$ cat src/verilog/rv_core_defs.svh
`ifndef RV_CORE_DEFS_SVH
`define RV_CORE_DEFS_SVH

// Data and instruction word width
`define RV_XLEN 32

// Architectural integer registers, x0 included
`define RV_NREGS 32

// Instruction memory address width in words (64 words)
`define RV_IMEM_AW 6

// Word address of the first fetch after reset
`define RV_RESET_PC 0

`endif
$ cat src/verilog/rv_pipe_pkg.sv
package rv_pipe_pkg;

	// Operations carried from decode to execute
	typedef enum logic [3:0] {
		ALU_ADD,
		ALU_SUB,
		ALU_AND,
		ALU_OR,
		ALU_XOR,
		ALU_SLT,
		ALU_SLL,
		ALU_SRL,
		ALU_PASS_B // LUI
	} alu_op_e;

	// Operand source in execute
	typedef enum logic {
		FWD_DEC, // Value read in decode
		FWD_RES  // Result register
	} fwd_sel_e;

endpackage

$ cat src/verilog/rv_isa_pkg.sv
package rv_isa_pkg;

	// Major opcodes of the supported subset
	typedef enum logic [6:0] {
		OPC_OP     = 7'b0110011,
		OPC_OP_IMM = 7'b0010011,
		OPC_LUI    = 7'b0110111
	} opcode_e;

	// funct3 groups shared by OP and OP_IMM
	typedef enum logic [2:0] {
		F3_ADD_SUB = 3'b000,
		F3_SLL     = 3'b001,
		F3_SLT     = 3'b010,
		F3_XOR     = 3'b100,
		F3_SRL     = 3'b101,
		F3_OR      = 3'b110,
		F3_AND     = 3'b111
	} funct3_e;

	typedef struct packed {
		logic [6:0] funct7;
		logic [4:0] rs2;
		logic [4:0] rs1;
		funct3_e    funct3;
		logic [4:0] rd;
		opcode_e    opcode;
	} r_fmt_t;

	typedef struct packed {
		logic [11:0] imm12;
		logic [4:0]  rs1;
		funct3_e     funct3;
		logic [4:0]  rd;
		opcode_e     opcode;
	} i_fmt_t;

	// One instruction word, seen as register or immediate form
	typedef union packed {
		r_fmt_t r_fmt;
		i_fmt_t i_fmt;
	} instr_u;

endpackage

$ cat src/verilog/rv_core.sv
`timescale 1ns/100ps
`include "rv_core_defs.svh"

module rv_core (
	input  logic                         clk,
	input  logic                         rstn,
	input  logic                         run_i,
	input  logic                         imem_we_i,
	input  logic [`RV_IMEM_AW-1:0]       imem_addr_i,
	input  logic [`RV_XLEN-1:0]          imem_data_i,
	output logic                         wb_valid_o,
	output logic [$clog2(`RV_NREGS)-1:0] wb_rd_o,
	output logic [`RV_XLEN-1:0]          wb_data_o
);

	localparam int RAW = $clog2(`RV_NREGS);

	logic                f_valid;
	logic [`RV_XLEN-1:0] f_instr;

	logic                d_valid;
	logic [3:0]          d_alu_op;
	logic [RAW-1:0]      d_rd;
	logic [RAW-1:0]      d_rs1;
	logic [RAW-1:0]      d_rs2;
	logic [`RV_XLEN-1:0] d_op_a;
	logic [`RV_XLEN-1:0] d_op_b;
	logic                d_use_rs2;

	logic                wr_en;
	logic [RAW-1:0]      wr_addr;
	logic [`RV_XLEN-1:0] wr_data;

	rv_fetch u_fetch (
		.clk         (clk),
		.rstn        (rstn),
		.run_i       (run_i),
		.imem_we_i   (imem_we_i),
		.imem_addr_i (imem_addr_i),
		.imem_data_i (imem_data_i),
		.f_valid_o   (f_valid),
		.f_instr_o   (f_instr)
	);

	rv_decode u_decode (
		.clk         (clk),
		.rstn        (rstn),
		.f_valid_i   (f_valid),
		.f_instr_i   (f_instr),
		.wr_en_i     (wr_en),
		.wr_addr_i   (wr_addr),
		.wr_data_i   (wr_data),
		.d_valid_o   (d_valid),
		.d_alu_op_o  (d_alu_op),
		.d_rd_o      (d_rd),
		.d_rs1_o     (d_rs1),
		.d_rs2_o     (d_rs2),
		.d_op_a_o    (d_op_a),
		.d_op_b_o    (d_op_b),
		.d_use_rs2_o (d_use_rs2)
	);

	rv_execute u_execute (
		.clk         (clk),
		.rstn        (rstn),
		.d_valid_i   (d_valid),
		.d_alu_op_i  (d_alu_op),
		.d_rd_i      (d_rd),
		.d_rs1_i     (d_rs1),
		.d_rs2_i     (d_rs2),
		.d_op_a_i    (d_op_a),
		.d_op_b_i    (d_op_b),
		.d_use_rs2_i (d_use_rs2),
		.wr_en_o     (wr_en),
		.wr_addr_o   (wr_addr),
		.wr_data_o   (wr_data)
	);

	// Retirement mirrors the register file write
	assign wb_valid_o = wr_en;
	assign wb_rd_o    = wr_addr;
	assign wb_data_o  = wr_data;

endmodule

$ cat src/verilog/rv_execute.sv
`timescale 1ns/100ps
`include "rv_core_defs.svh"

module rv_execute import rv_pipe_pkg::*; (
	input  logic                         clk,
	input  logic                         rstn,
	input  logic                         d_valid_i,
	input  logic [3:0]                   d_alu_op_i,
	input  logic [$clog2(`RV_NREGS)-1:0] d_rd_i,
	input  logic [$clog2(`RV_NREGS)-1:0] d_rs1_i,
	input  logic [$clog2(`RV_NREGS)-1:0] d_rs2_i,
	input  logic [`RV_XLEN-1:0]          d_op_a_i,
	input  logic [`RV_XLEN-1:0]          d_op_b_i,
	input  logic                         d_use_rs2_i,
	output logic                         wr_en_o,
	output logic [$clog2(`RV_NREGS)-1:0] wr_addr_o,
	output logic [`RV_XLEN-1:0]          wr_data_o
);

	alu_op_e             alu_op;
	fwd_sel_e            sel_a;
	fwd_sel_e            sel_b;
	logic [`RV_XLEN-1:0] op_a;
	logic [`RV_XLEN-1:0] op_b;
	logic [`RV_XLEN-1:0] result;

	assign alu_op = alu_op_e'(d_alu_op_i);

	// wr_en_o already implies a valid result with nonzero rd
	assign sel_a = (wr_en_o && wr_addr_o == d_rs1_i) ? FWD_RES : FWD_DEC;
	assign sel_b = (d_use_rs2_i && wr_en_o && wr_addr_o == d_rs2_i) ? FWD_RES : FWD_DEC;

	assign op_a = (sel_a == FWD_RES) ? wr_data_o : d_op_a_i;
	assign op_b = (sel_b == FWD_RES) ? wr_data_o : d_op_b_i;

	always_comb begin
		case (alu_op)
			ALU_ADD:    result = op_a + op_b;
			ALU_SUB:    result = op_a - op_b;
			ALU_AND:    result = op_a & op_b;
			ALU_OR:     result = op_a | op_b;
			ALU_XOR:    result = op_a ^ op_b;
			ALU_SLT:    result = {{(`RV_XLEN-1){1'b0}}, $signed(op_a) < $signed(op_b)};
			ALU_SLL:    result = op_a << op_b[4:0];
			ALU_SRL:    result = op_a >> op_b[4:0];
			ALU_PASS_B: result = op_b;
			default:    result = '0;
		endcase
	end

	// Result register, also the register file write port
	always_ff @(posedge clk or negedge rstn) begin
		if (!rstn) begin
			wr_en_o <= 1'b0;
		end else begin
			wr_en_o <= d_valid_i && (d_rd_i != '0); // x0 writes dropped
		end
	end

	always_ff @(posedge clk) begin
		wr_addr_o <= d_rd_i;
		wr_data_o <= result;
	end

endmodule

$ cat src/verilog/rv_decode.sv
`timescale 1ns/100ps
`include "rv_core_defs.svh"

module rv_decode import rv_isa_pkg::*, rv_pipe_pkg::*; (
	input  logic                         clk,
	input  logic                         rstn,
	input  logic                         f_valid_i,
	input  instr_u                       f_instr_i,
	input  logic                         wr_en_i,
	input  logic [$clog2(`RV_NREGS)-1:0] wr_addr_i,
	input  logic [`RV_XLEN-1:0]          wr_data_i,
	output logic                         d_valid_o,
	output logic [3:0]                   d_alu_op_o,
	output logic [$clog2(`RV_NREGS)-1:0] d_rd_o,
	output logic [$clog2(`RV_NREGS)-1:0] d_rs1_o,
	output logic [$clog2(`RV_NREGS)-1:0] d_rs2_o,
	output logic [`RV_XLEN-1:0]          d_op_a_o,
	output logic [`RV_XLEN-1:0]          d_op_b_o,
	output logic                         d_use_rs2_o
);

	localparam int RAW = $clog2(`RV_NREGS);

	alu_op_e             alu_op;
	logic                supported;
	logic                use_rs2;
	logic [`RV_XLEN-1:0] imm;
	logic [RAW-1:0]      rs1;
	logic [RAW-1:0]      rs2;
	logic [RAW-1:0]      rd;
	logic [`RV_XLEN-1:0] rs1_val;
	logic [`RV_XLEN-1:0] rs2_val;
	logic [`RV_XLEN-1:0] regs [`RV_NREGS];

	assign rs1 = f_instr_i.r_fmt.rs1;
	assign rs2 = f_instr_i.r_fmt.rs2;
	assign rd  = f_instr_i.r_fmt.rd;

	always_comb begin
		alu_op    = ALU_ADD;
		supported = 1'b0;
		use_rs2   = 1'b0;
		imm       = {{(`RV_XLEN-12){f_instr_i.i_fmt.imm12[11]}}, f_instr_i.i_fmt.imm12};
		case (f_instr_i.r_fmt.opcode)
			OPC_OP: begin
				use_rs2 = 1'b1;
				if (f_instr_i.r_fmt.funct7 == 7'h00) begin
					supported = 1'b1;
					case (f_instr_i.r_fmt.funct3)
						F3_ADD_SUB: alu_op = ALU_ADD;
						F3_SLL:     alu_op = ALU_SLL;
						F3_SLT:     alu_op = ALU_SLT;
						F3_XOR:     alu_op = ALU_XOR;
						F3_SRL:     alu_op = ALU_SRL;
						F3_OR:      alu_op = ALU_OR;
						F3_AND:     alu_op = ALU_AND;
						default:    supported = 1'b0; // SLTU
					endcase
				end else if (f_instr_i.r_fmt.funct7 == 7'h20 &&
						f_instr_i.r_fmt.funct3 == F3_ADD_SUB) begin
					supported = 1'b1;
					alu_op    = ALU_SUB;
				end
			end
			OPC_OP_IMM: begin
				supported = 1'b1;
				case (f_instr_i.i_fmt.funct3)
					F3_ADD_SUB: alu_op = ALU_ADD;
					F3_SLT:     alu_op = ALU_SLT;
					F3_XOR:     alu_op = ALU_XOR;
					F3_OR:      alu_op = ALU_OR;
					F3_AND:     alu_op = ALU_AND;
					F3_SLL: begin
						alu_op    = ALU_SLL;
						imm       = {{(`RV_XLEN-5){1'b0}}, f_instr_i.i_fmt.imm12[4:0]};
						supported = (f_instr_i.i_fmt.imm12[11:5] == 7'h00);
					end
					F3_SRL: begin
						alu_op    = ALU_SRL;
						imm       = {{(`RV_XLEN-5){1'b0}}, f_instr_i.i_fmt.imm12[4:0]};
						supported = (f_instr_i.i_fmt.imm12[11:5] == 7'h00); // SRAI excluded
					end
					default: supported = 1'b0; // SLTIU
				endcase
			end
			OPC_LUI: begin
				supported = 1'b1;
				alu_op    = ALU_PASS_B;
				imm       = {f_instr_i.i_fmt.imm12, f_instr_i.i_fmt.rs1,
						f_instr_i.i_fmt.funct3, 12'h000};
			end
			default: supported = 1'b0;
		endcase
	end

	// Same-cycle bypass from the write port
	always_comb begin
		if (rs1 == '0)
			rs1_val = '0;
		else if (wr_en_i && wr_addr_i == rs1)
			rs1_val = wr_data_i;
		else
			rs1_val = regs[rs1];

		if (rs2 == '0)
			rs2_val = '0;
		else if (wr_en_i && wr_addr_i == rs2)
			rs2_val = wr_data_i;
		else
			rs2_val = regs[rs2];
	end

	always_ff @(posedge clk or negedge rstn) begin
		if (!rstn) begin
			for (int i = 0; i < `RV_NREGS; i++) begin
				regs[i] <= '0;
			end
		end else if (wr_en_i && wr_addr_i != '0) begin
			regs[wr_addr_i] <= wr_data_i;
		end
	end

	always_ff @(posedge clk or negedge rstn) begin
		if (!rstn) begin
			d_valid_o <= 1'b0;
			d_rd_o    <= '0;
		end else begin
			d_valid_o <= f_valid_i & supported;
			d_rd_o    <= (f_valid_i && supported) ? rd : '0; // No target for bubbles
		end
	end

	always_ff @(posedge clk) begin
		d_alu_op_o  <= alu_op;
		d_rs1_o     <= rs1;
		d_rs2_o     <= rs2;
		d_op_a_o    <= rs1_val;
		d_op_b_o    <= use_rs2 ? rs2_val : imm;
		d_use_rs2_o <= use_rs2;
	end

endmodule

$ cat src/verilog/rv_fetch.sv
`timescale 1ns/100ps
`include "rv_core_defs.svh"

module rv_fetch import rv_isa_pkg::*; (
	input  logic                   clk,
	input  logic                   rstn,
	input  logic                   run_i,
	input  logic                   imem_we_i,
	input  logic [`RV_IMEM_AW-1:0] imem_addr_i,
	input  logic [`RV_XLEN-1:0]    imem_data_i,
	output logic                   f_valid_o,
	output instr_u                 f_instr_o
);

	instr_u                 imem [2**`RV_IMEM_AW];
	logic [`RV_IMEM_AW-1:0] pc;

	// Program load port
	always_ff @(posedge clk) begin
		if (imem_we_i) begin
			imem[imem_addr_i] <= imem_data_i;
		end
	end

	// PC wraps at the top of the memory
	always_ff @(posedge clk or negedge rstn) begin
		if (!rstn) begin
			pc        <= `RV_IMEM_AW'(`RV_RESET_PC);
			f_valid_o <= 1'b0;
		end else begin
			f_valid_o <= run_i;
			if (run_i) begin
				pc <= pc + 1'b1;
			end
		end
	end

	always_ff @(posedge clk) begin
		if (run_i) begin
			f_instr_o <= imem[pc]; // Held while stopped
		end
	end

endmodule

$ cat config.mk
export PLATFORM = sky130hd
export DESIGN_NAME = rv_core
export DESIGN_NICKNAME = d
export VERILOG_FILES = /design/src/verilog/rv_pipe_pkg.sv /design/src/verilog/rv_isa_pkg.sv /design/src/verilog/rv_core.sv /design/src/verilog/rv_execute.sv /design/src/verilog/rv_decode.sv /design/src/verilog/rv_fetch.sv
export VERILOG_INCLUDE_DIRS = /design/src /design/src/verilog
export SDC_FILE = /design/constraint.sdc
export NUM_CORES = 2
export LEC_CHECK = 0
export BUFFER_PORTS_ARGS = -buffer_cell sky130_fd_sc_hd__clkbuf_2
export CORE_ASPECT_RATIO = 1.2
export CORE_MARGIN = 2
export CORE_UTILIZATION = 60
export CTS_CLUSTER_DIAMETER = 100
export DETAILED_ROUTE_END_ITERATION = 8
export PLACE_DENSITY = 0.76
export SYNTH_ARGS = -nofsm -noshare
export SYNTH_HDL_FRONTEND = slang
export SYNTH_HIERARCHICAL = 1
export SYNTH_SLANG_ARGS = --single-unit
$ cat constraint.sdc
create_clock -name clk -period 8.25 [get_ports clk]
set_clock_uncertainty 0.2 [all_clocks]
set_input_delay 1.65 -clock clk [delete_from_list [all_inputs] [get_ports clk]]
set_output_delay 1.65 -clock clk [all_outputs]
set_load 0.05 [all_outputs]
; Word level (Yosys, flattened, before mapping)
; Memories as Yosys holds them, arrays and structs flattened. A register that Yosys moved wholly into a read port is not among the register bits.
; Cells that the tools add are included.
; W data, S select, Z words.
[totals]
reg_bits = 1154
ramBits = 2048
inputBits = 42
out_inout_bits = 38
mem_count = 1
[classes]
add_sub_neg = 3
order_cmp = 5
eq_ne = 22
n_shift = 2
muxes = 33
n_bitwise = 7
reduce_logical = 20
[mem_list]
columns = name, words, word_bits, read_ports, rd_clocked_by_memory_dff, write_ports, line
row1 = u_fetch.imem, 64, 32, 1, 1, 1, rv_fetch.sv:15  ; instr_u imem [2**`RV_IMEM_AW];
[op_table]
columns = cell, count
row1 = $bwmux W1024, 1
row2 = $mux W32, 12
row3 = $bmux W32 S5, 2
row4 = $pmux W32 S9, 1
row5 = $demux W32 S5, 1
row6 = $pmux W32 S2, 1
row7 = $add A32 B32 Y32, 1
row8 = $and A32 B32 Y32, 1
row9 = $lt A32 B32 Y1, 1
row10 = $or A32 B32 Y32, 1
row11 = $shl A32 B5 Y32, 1
row12 = $shr A32 B5 Y32, 1
row13 = $sub A32 B32 Y32, 1
row14 = $xor A32 B32 Y32, 1
row15 = $eq A7 B6 Y1 const B, 3
row16 = $eq A5 B5 Y1, 4
row17 = $ge A6 B6 Y1 const B, 3
row18 = $not A5 Y6, 3
row19 = $pmux W3 S6, 1
row20 = $eq A4 B3 Y1 const B, 4
row21 = $eq A3 B3 Y1 const B, 4
row22 = $pmux W4 S3, 1
row23 = $logic_and A1 B1 Y1, 10
row24 = $logic_not A5 Y1, 2
row25 = other kinds (21), 31

; Longest topological paths before layout
[logic_depth]
word_depth = 7
ltp_mapped = 23
depth_no_buf = 19

; Hierarchy
; Netlist, hierarchy kept.
[by_module_without_submodules]
columns = module, n_inst, cells_each, area_per_inst_um2
row1 = rv_fetch, 1, 3417, 79545.0
row2 = rv_decode, 1, 3843, 56834.5
row3 = rv_execute, 1, 1487, 10546.4

; Worst setup path after synthesis
; Ideal clock, no wire load.
[synth_path]
path_kind = register to register
from = register u_execute.wr_addr_o[0]
to = register u_execute.wr_data_o[30]
setup_time_ns = 0.120
t_arrival_ns = 5.074
required_time_ns = 7.930
path_slack_ns = 2.856
stages_incl_launch_ff = 23
path_buffers = 4
cell_sequence = dfxtp_1 xnor2_1 nand4_1 or3_1 clkbuf_1 nand2_4 buf_2 buf_2 buf_2 ha_1 inv_1 fa_1 o21ba_2 o21ai_1 a311oi_2 nor3_1 o21a_1 a211o_1 a311oi_2 o311ai_1 a2111oi_0 a311oi_1 o21bai_1
[synth_between]
elab_chain_len = 6
word_cells_on_any_way = 16
classes_between = add/sub: 2 / eq/ne: 2 / shift: 2 / mux: 5 / bitwise: 3 / reduce/logical: 2
[synth_rtl]
columns = element, line
row1 = from (decl), rv_execute.sv:16  ; output logic [$clog2(`RV_NREGS)-1:0] wr_addr_o,
row2 = from (signal assigned), rv_execute.sv:61  ; wr_addr_o <= d_rd_i;
row3 = "$eq A5 B5 Y1, on equally long branches", "rv_execute.sv:30, rv_execute.sv:31"
row4 = "$logic_and A1 B1 Y1, on equally long branches", "rv_execute.sv:30, rv_execute.sv:31"
row5 = "$mux W1, on equally long branches", "rv_execute.sv:30, rv_execute.sv:31"
row6 = "$mux W32, on equally long branches", "rv_execute.sv:33, rv_execute.sv:34"
row7 = $sub A32 B32 Y32 (tied with other cells), rv_execute.sv:39  ; ALU_SUB: result = op_a - op_b;
row8 = $pmux W32 S9 *, rv_execute.sv:37  ; case (alu_op)
row9 = to (signal assigned), rv_execute.sv:62  ; wr_data_o <= result;
row10 = to (decl), rv_execute.sv:17  ; output logic [`RV_XLEN-1:0] wr_data_o
; Mark *: on every way between the ends. The rest lies on a longest branch, timed or not.
; A chain may end at the register's enable or synchronous reset.

; Final worst setup path
[layout_path]
from = register u_execute.wr_addr_o[2]
to = register u_execute.wr_data_o[30]
; Same word-level chain as after synthesis.

==> flow_summary.yaml <==
global_routing:
  overflow: 0
  grt_pass1_vias: 91127
  antenna_found_initial: 19
  track_usage_pct: 37.62
  grt_max_degree: 173
  grt_pass1_wl_um: 670400
yosys:
  syn_inst: 8747
  synth.area.top_cells: "edfxtp_1 43%, dfrtp_1 18%, mux4_2 14%, mux2_2 8.2%, mux2i_1 2.9%"
  synth_edf_count: 2080
  async_reset_ff_share_pct: 32.10
  synth_nets: 8886
  yosysTopAreaCellShare_pct: 42.51
  synth.most_common_cell: "edfxtp_1"
  syn_area_per_cell_um2: 16.80
  yosysSeqAreaShare_pct: 61.77
  yosys_register_bits: 3234
  netlist_area_um2: 146900
  synthFlopType: "edfxtp_1"
  yosys-top-cells-count: "2,080 x edfxtp_1, 1,064 x mux2_2, 1,038 x dfrtp_1"
  yosysUniqueCellTypes: 112
  yosysWarnings: 6
  yosysTopAreaCell: "edfxtp_1"
sta:
  setup_viol: 0
  fin_tns_setup_ns: 0
  rsz0062_at_grt: "false"
  finalCritPeriodShare_pct: 82.86
  fin_ws_ns: 1.414
  fmax_mhz: 146.3
  timing.slew.headroom_pct: 12.62
  hold_viol: 0
  period_needed_ns: 6.836
  drv_slew: 0
  worst_slew_pin_slew_ns: 1.311
place:
  pre_cts_ws_ns: 1.528
  placed_area_um2: 150900
  port_buffers: 79
  place.gp.congestion: 1.005
  dpl.hpwl_um: 273700
worst_hold_path:
  whs_path_depth: 0
  hold_end: "u_execute/wr_addr_o[0]$_DFF_P_"
  min-delay-path-class: "reg -> reg"
  hold_start: "u_decode/d_rd_o[0]$_DFF_PN0_"
die:
  core_area_um2: 244300
  die_x_um: 455.7
  die_h_um: 546.1
  initial_utilization_pct: 60.15
  ios: 80
  row_count: 199
  dieArea_um2: 248900
setup_path:
  crit_path_cell_trace: "xnor2_1, nand4_1, or3_1, nand2_8, inv_4, fa_1, o21ba_2, o21ai_1, a311oi_2, nor3_1, o21a_1, a211o_1, a311oi_2, o311ai_1, a2111oi_0, a311oi_1, o21bai_1"
  worstReg2RegStart: "u_execute/wr_addr_o[2]$_DFF_P_"
  crit_type: "reg -> reg"
  critPathLaunchType: "flip-flop"
  cp_max_fo: 58
  endpoint_kind: "flip-flop"
  rrSetupSlack_ns: 1.41
  timing.rr.end: "u_execute/wr_data_o[30]$_SDFF_PN0_"
  cp_num_buf_inv: 1
  r2r_cells: 17
  critical_path.slowest_cell: "or3_1"
  worst-path-stages: 17
  critical-path-max-stage-delay_ns: 0.87
  cp_common_cell: "a311oi_2"
  cp_data_required_time_ns: 8.84
  critPathTopFamily: "compound AO/OA/AOI/OAI gates"
  crit_arrival_ns: 7.42
job:
  drv_cap: 0
route:
  dr.pass1.iters: 6
  avgViaCountPerCell: 7.345
  wirelength_um: 470600
  dr.first_iter.drc_count: 12609
  antenna_left: 0
  drc: 0
  vias: 89308
  wire_per_inst_um: 38.70
cts:
  postCtsSetupBuffers: 0
  cts_tree: "built"
  cts_made_buffers: 320
  clk_latency_ns: 0.90
  htree_num_levels: 5
  cts.clk_slew.worst_paths_ns: 0.07
  cts_root_buf: "clkbuf_16"
  cts_max_path_buffers: 4
  clock-sinks: 3234
  ctsResizeCount: 0
  cts_hold_buf: 0
finish:
  fin_nets: 8822
  fin_area_um2: 161400
  fill_cells: 15820
  syn_to_final_growth_pct: 9.849
  drive_gt1_share_pct: 33.78
power:
  leakage_nw: 60.90
  ir_drop_v: 0.0003864
  power.density_nw_per_um2: 330.5
outcome:
  status: "completed"
-- per-stage QoR --
| stage | std cells | util, % | total power, mW | hold WS [ns] |
|---|---|---|---|---|
| floorplan | 8747 | - | 31.20 | 0.1386 |
| global placement | 11576 | 61.79 | 38.04 | 0.1483 |
| detailed placement | 11576 | 61.79 | 38.16 | 0.1467 |
| CTS | 12151 | 66.06 | 53.01 | 0.1452 |
| global route | 12153 | 66.07 | 54.60 | 0.1539 |
| finish | 12159 | 66.08 | 53.34 | 0.1443 |
-- state kept, by name (all words and copies together), names as in the netlist, 5 cells and up --
signal,count
u_decode/regs,1024
u_decode/d_op_b_o,32
u_fetch/imem,2048
u_decode/d_rs2_o,5
u_execute/wr_data_o,32
u_fetch/f_instr_o,32
u_decode/d_rd_o,5
u_execute/wr_addr_o,5
u_decode/d_op_a_o,32
u_fetch/pc,6
u_decode/d_rs1_o,5
-- report_power, final --
group	switching [mW]	internal (mW)	total, mW
clock network	6.37	8.47	14.8
registers	0.723	17.8	18.5
logic	13.1	6.84	20.0
-- cells by family after synthesis --
| group | synth area share, % |
|---|---|
| xor gates and xnor gates | 0.2802 |
| AOI/OAI and AO/OA | 5.916 |
| and+or+nand+nor | 2.832 |
| DFF | 61.77 |
| buffers and inverters | 2.775 |
| muxes | 25.60 |
| adders and majority gates | 0.8311 |
-- worst max-delay path by stage --
stage                                              start                            endpoint
after global routing      u_execute/wr_addr_o[4]$_DFF_P_  u_execute/wr_data_o[30]$_SDFF_PN0_
after floorplan           u_execute/wr_addr_o[0]$_DFF_P_  u_execute/wr_data_o[30]$_SDFF_PN0_
after detailed placement  u_execute/wr_addr_o[4]$_DFF_P_  u_execute/wr_data_o[30]$_SDFF_PN0_
final                     u_execute/wr_addr_o[2]$_DFF_P_  u_execute/wr_data_o[30]$_SDFF_PN0_
after global placement    u_execute/wr_addr_o[4]$_DFF_P_  u_execute/wr_data_o[30]$_SDFF_PN0_
after CTS                 u_execute/wr_addr_o[4]$_DFF_P_  u_execute/wr_data_o[30]$_SDFF_PN0_
-- routing by layer --
metal,GRT usage [%],vias up,share of wire (%)
li1,-,34970,-
met5,0,-,0.024
met4,26.20,16,8.5
met3,7.498,1721,9.9
met1,45.99,46363,33
met2,60.71,6238,48
-- layout by cell type, fill, tap and decap left out, types with 83 or more instances in the layout --
cell type and n:
edfxtp_1 2080, mux2_2 1064, dfrtp_1 1033, mux4_2 934, mux2i_1 425, clkbuf_16 329, buf_4 244, nand2_1 233
a21oi_1 196, a22oi_1 186, nor2_1 177, o21ai_0 145, dfxtp_1 115, inv_1 110, o22ai_1 104, ha_1 96
a221oi_1 85, o221ai_1 85, nand3_1 83, nor2_4 83
-- final cells by class --
class,count,area (um2),area share (%)
inverters,115,434.2,0.2690
multi-input cells,4658,52860,32.75
diodes,7,17.52,0.01085
clock inverters,156,1635,1.013
clock buffers,419,8791,5.447
repair buffers,354,2858,1.771
well taps,3216,4024,2.493
flip-flops and latches,3234,90770,56.24
Note: power is estimated with default switching activity, not from simulation.
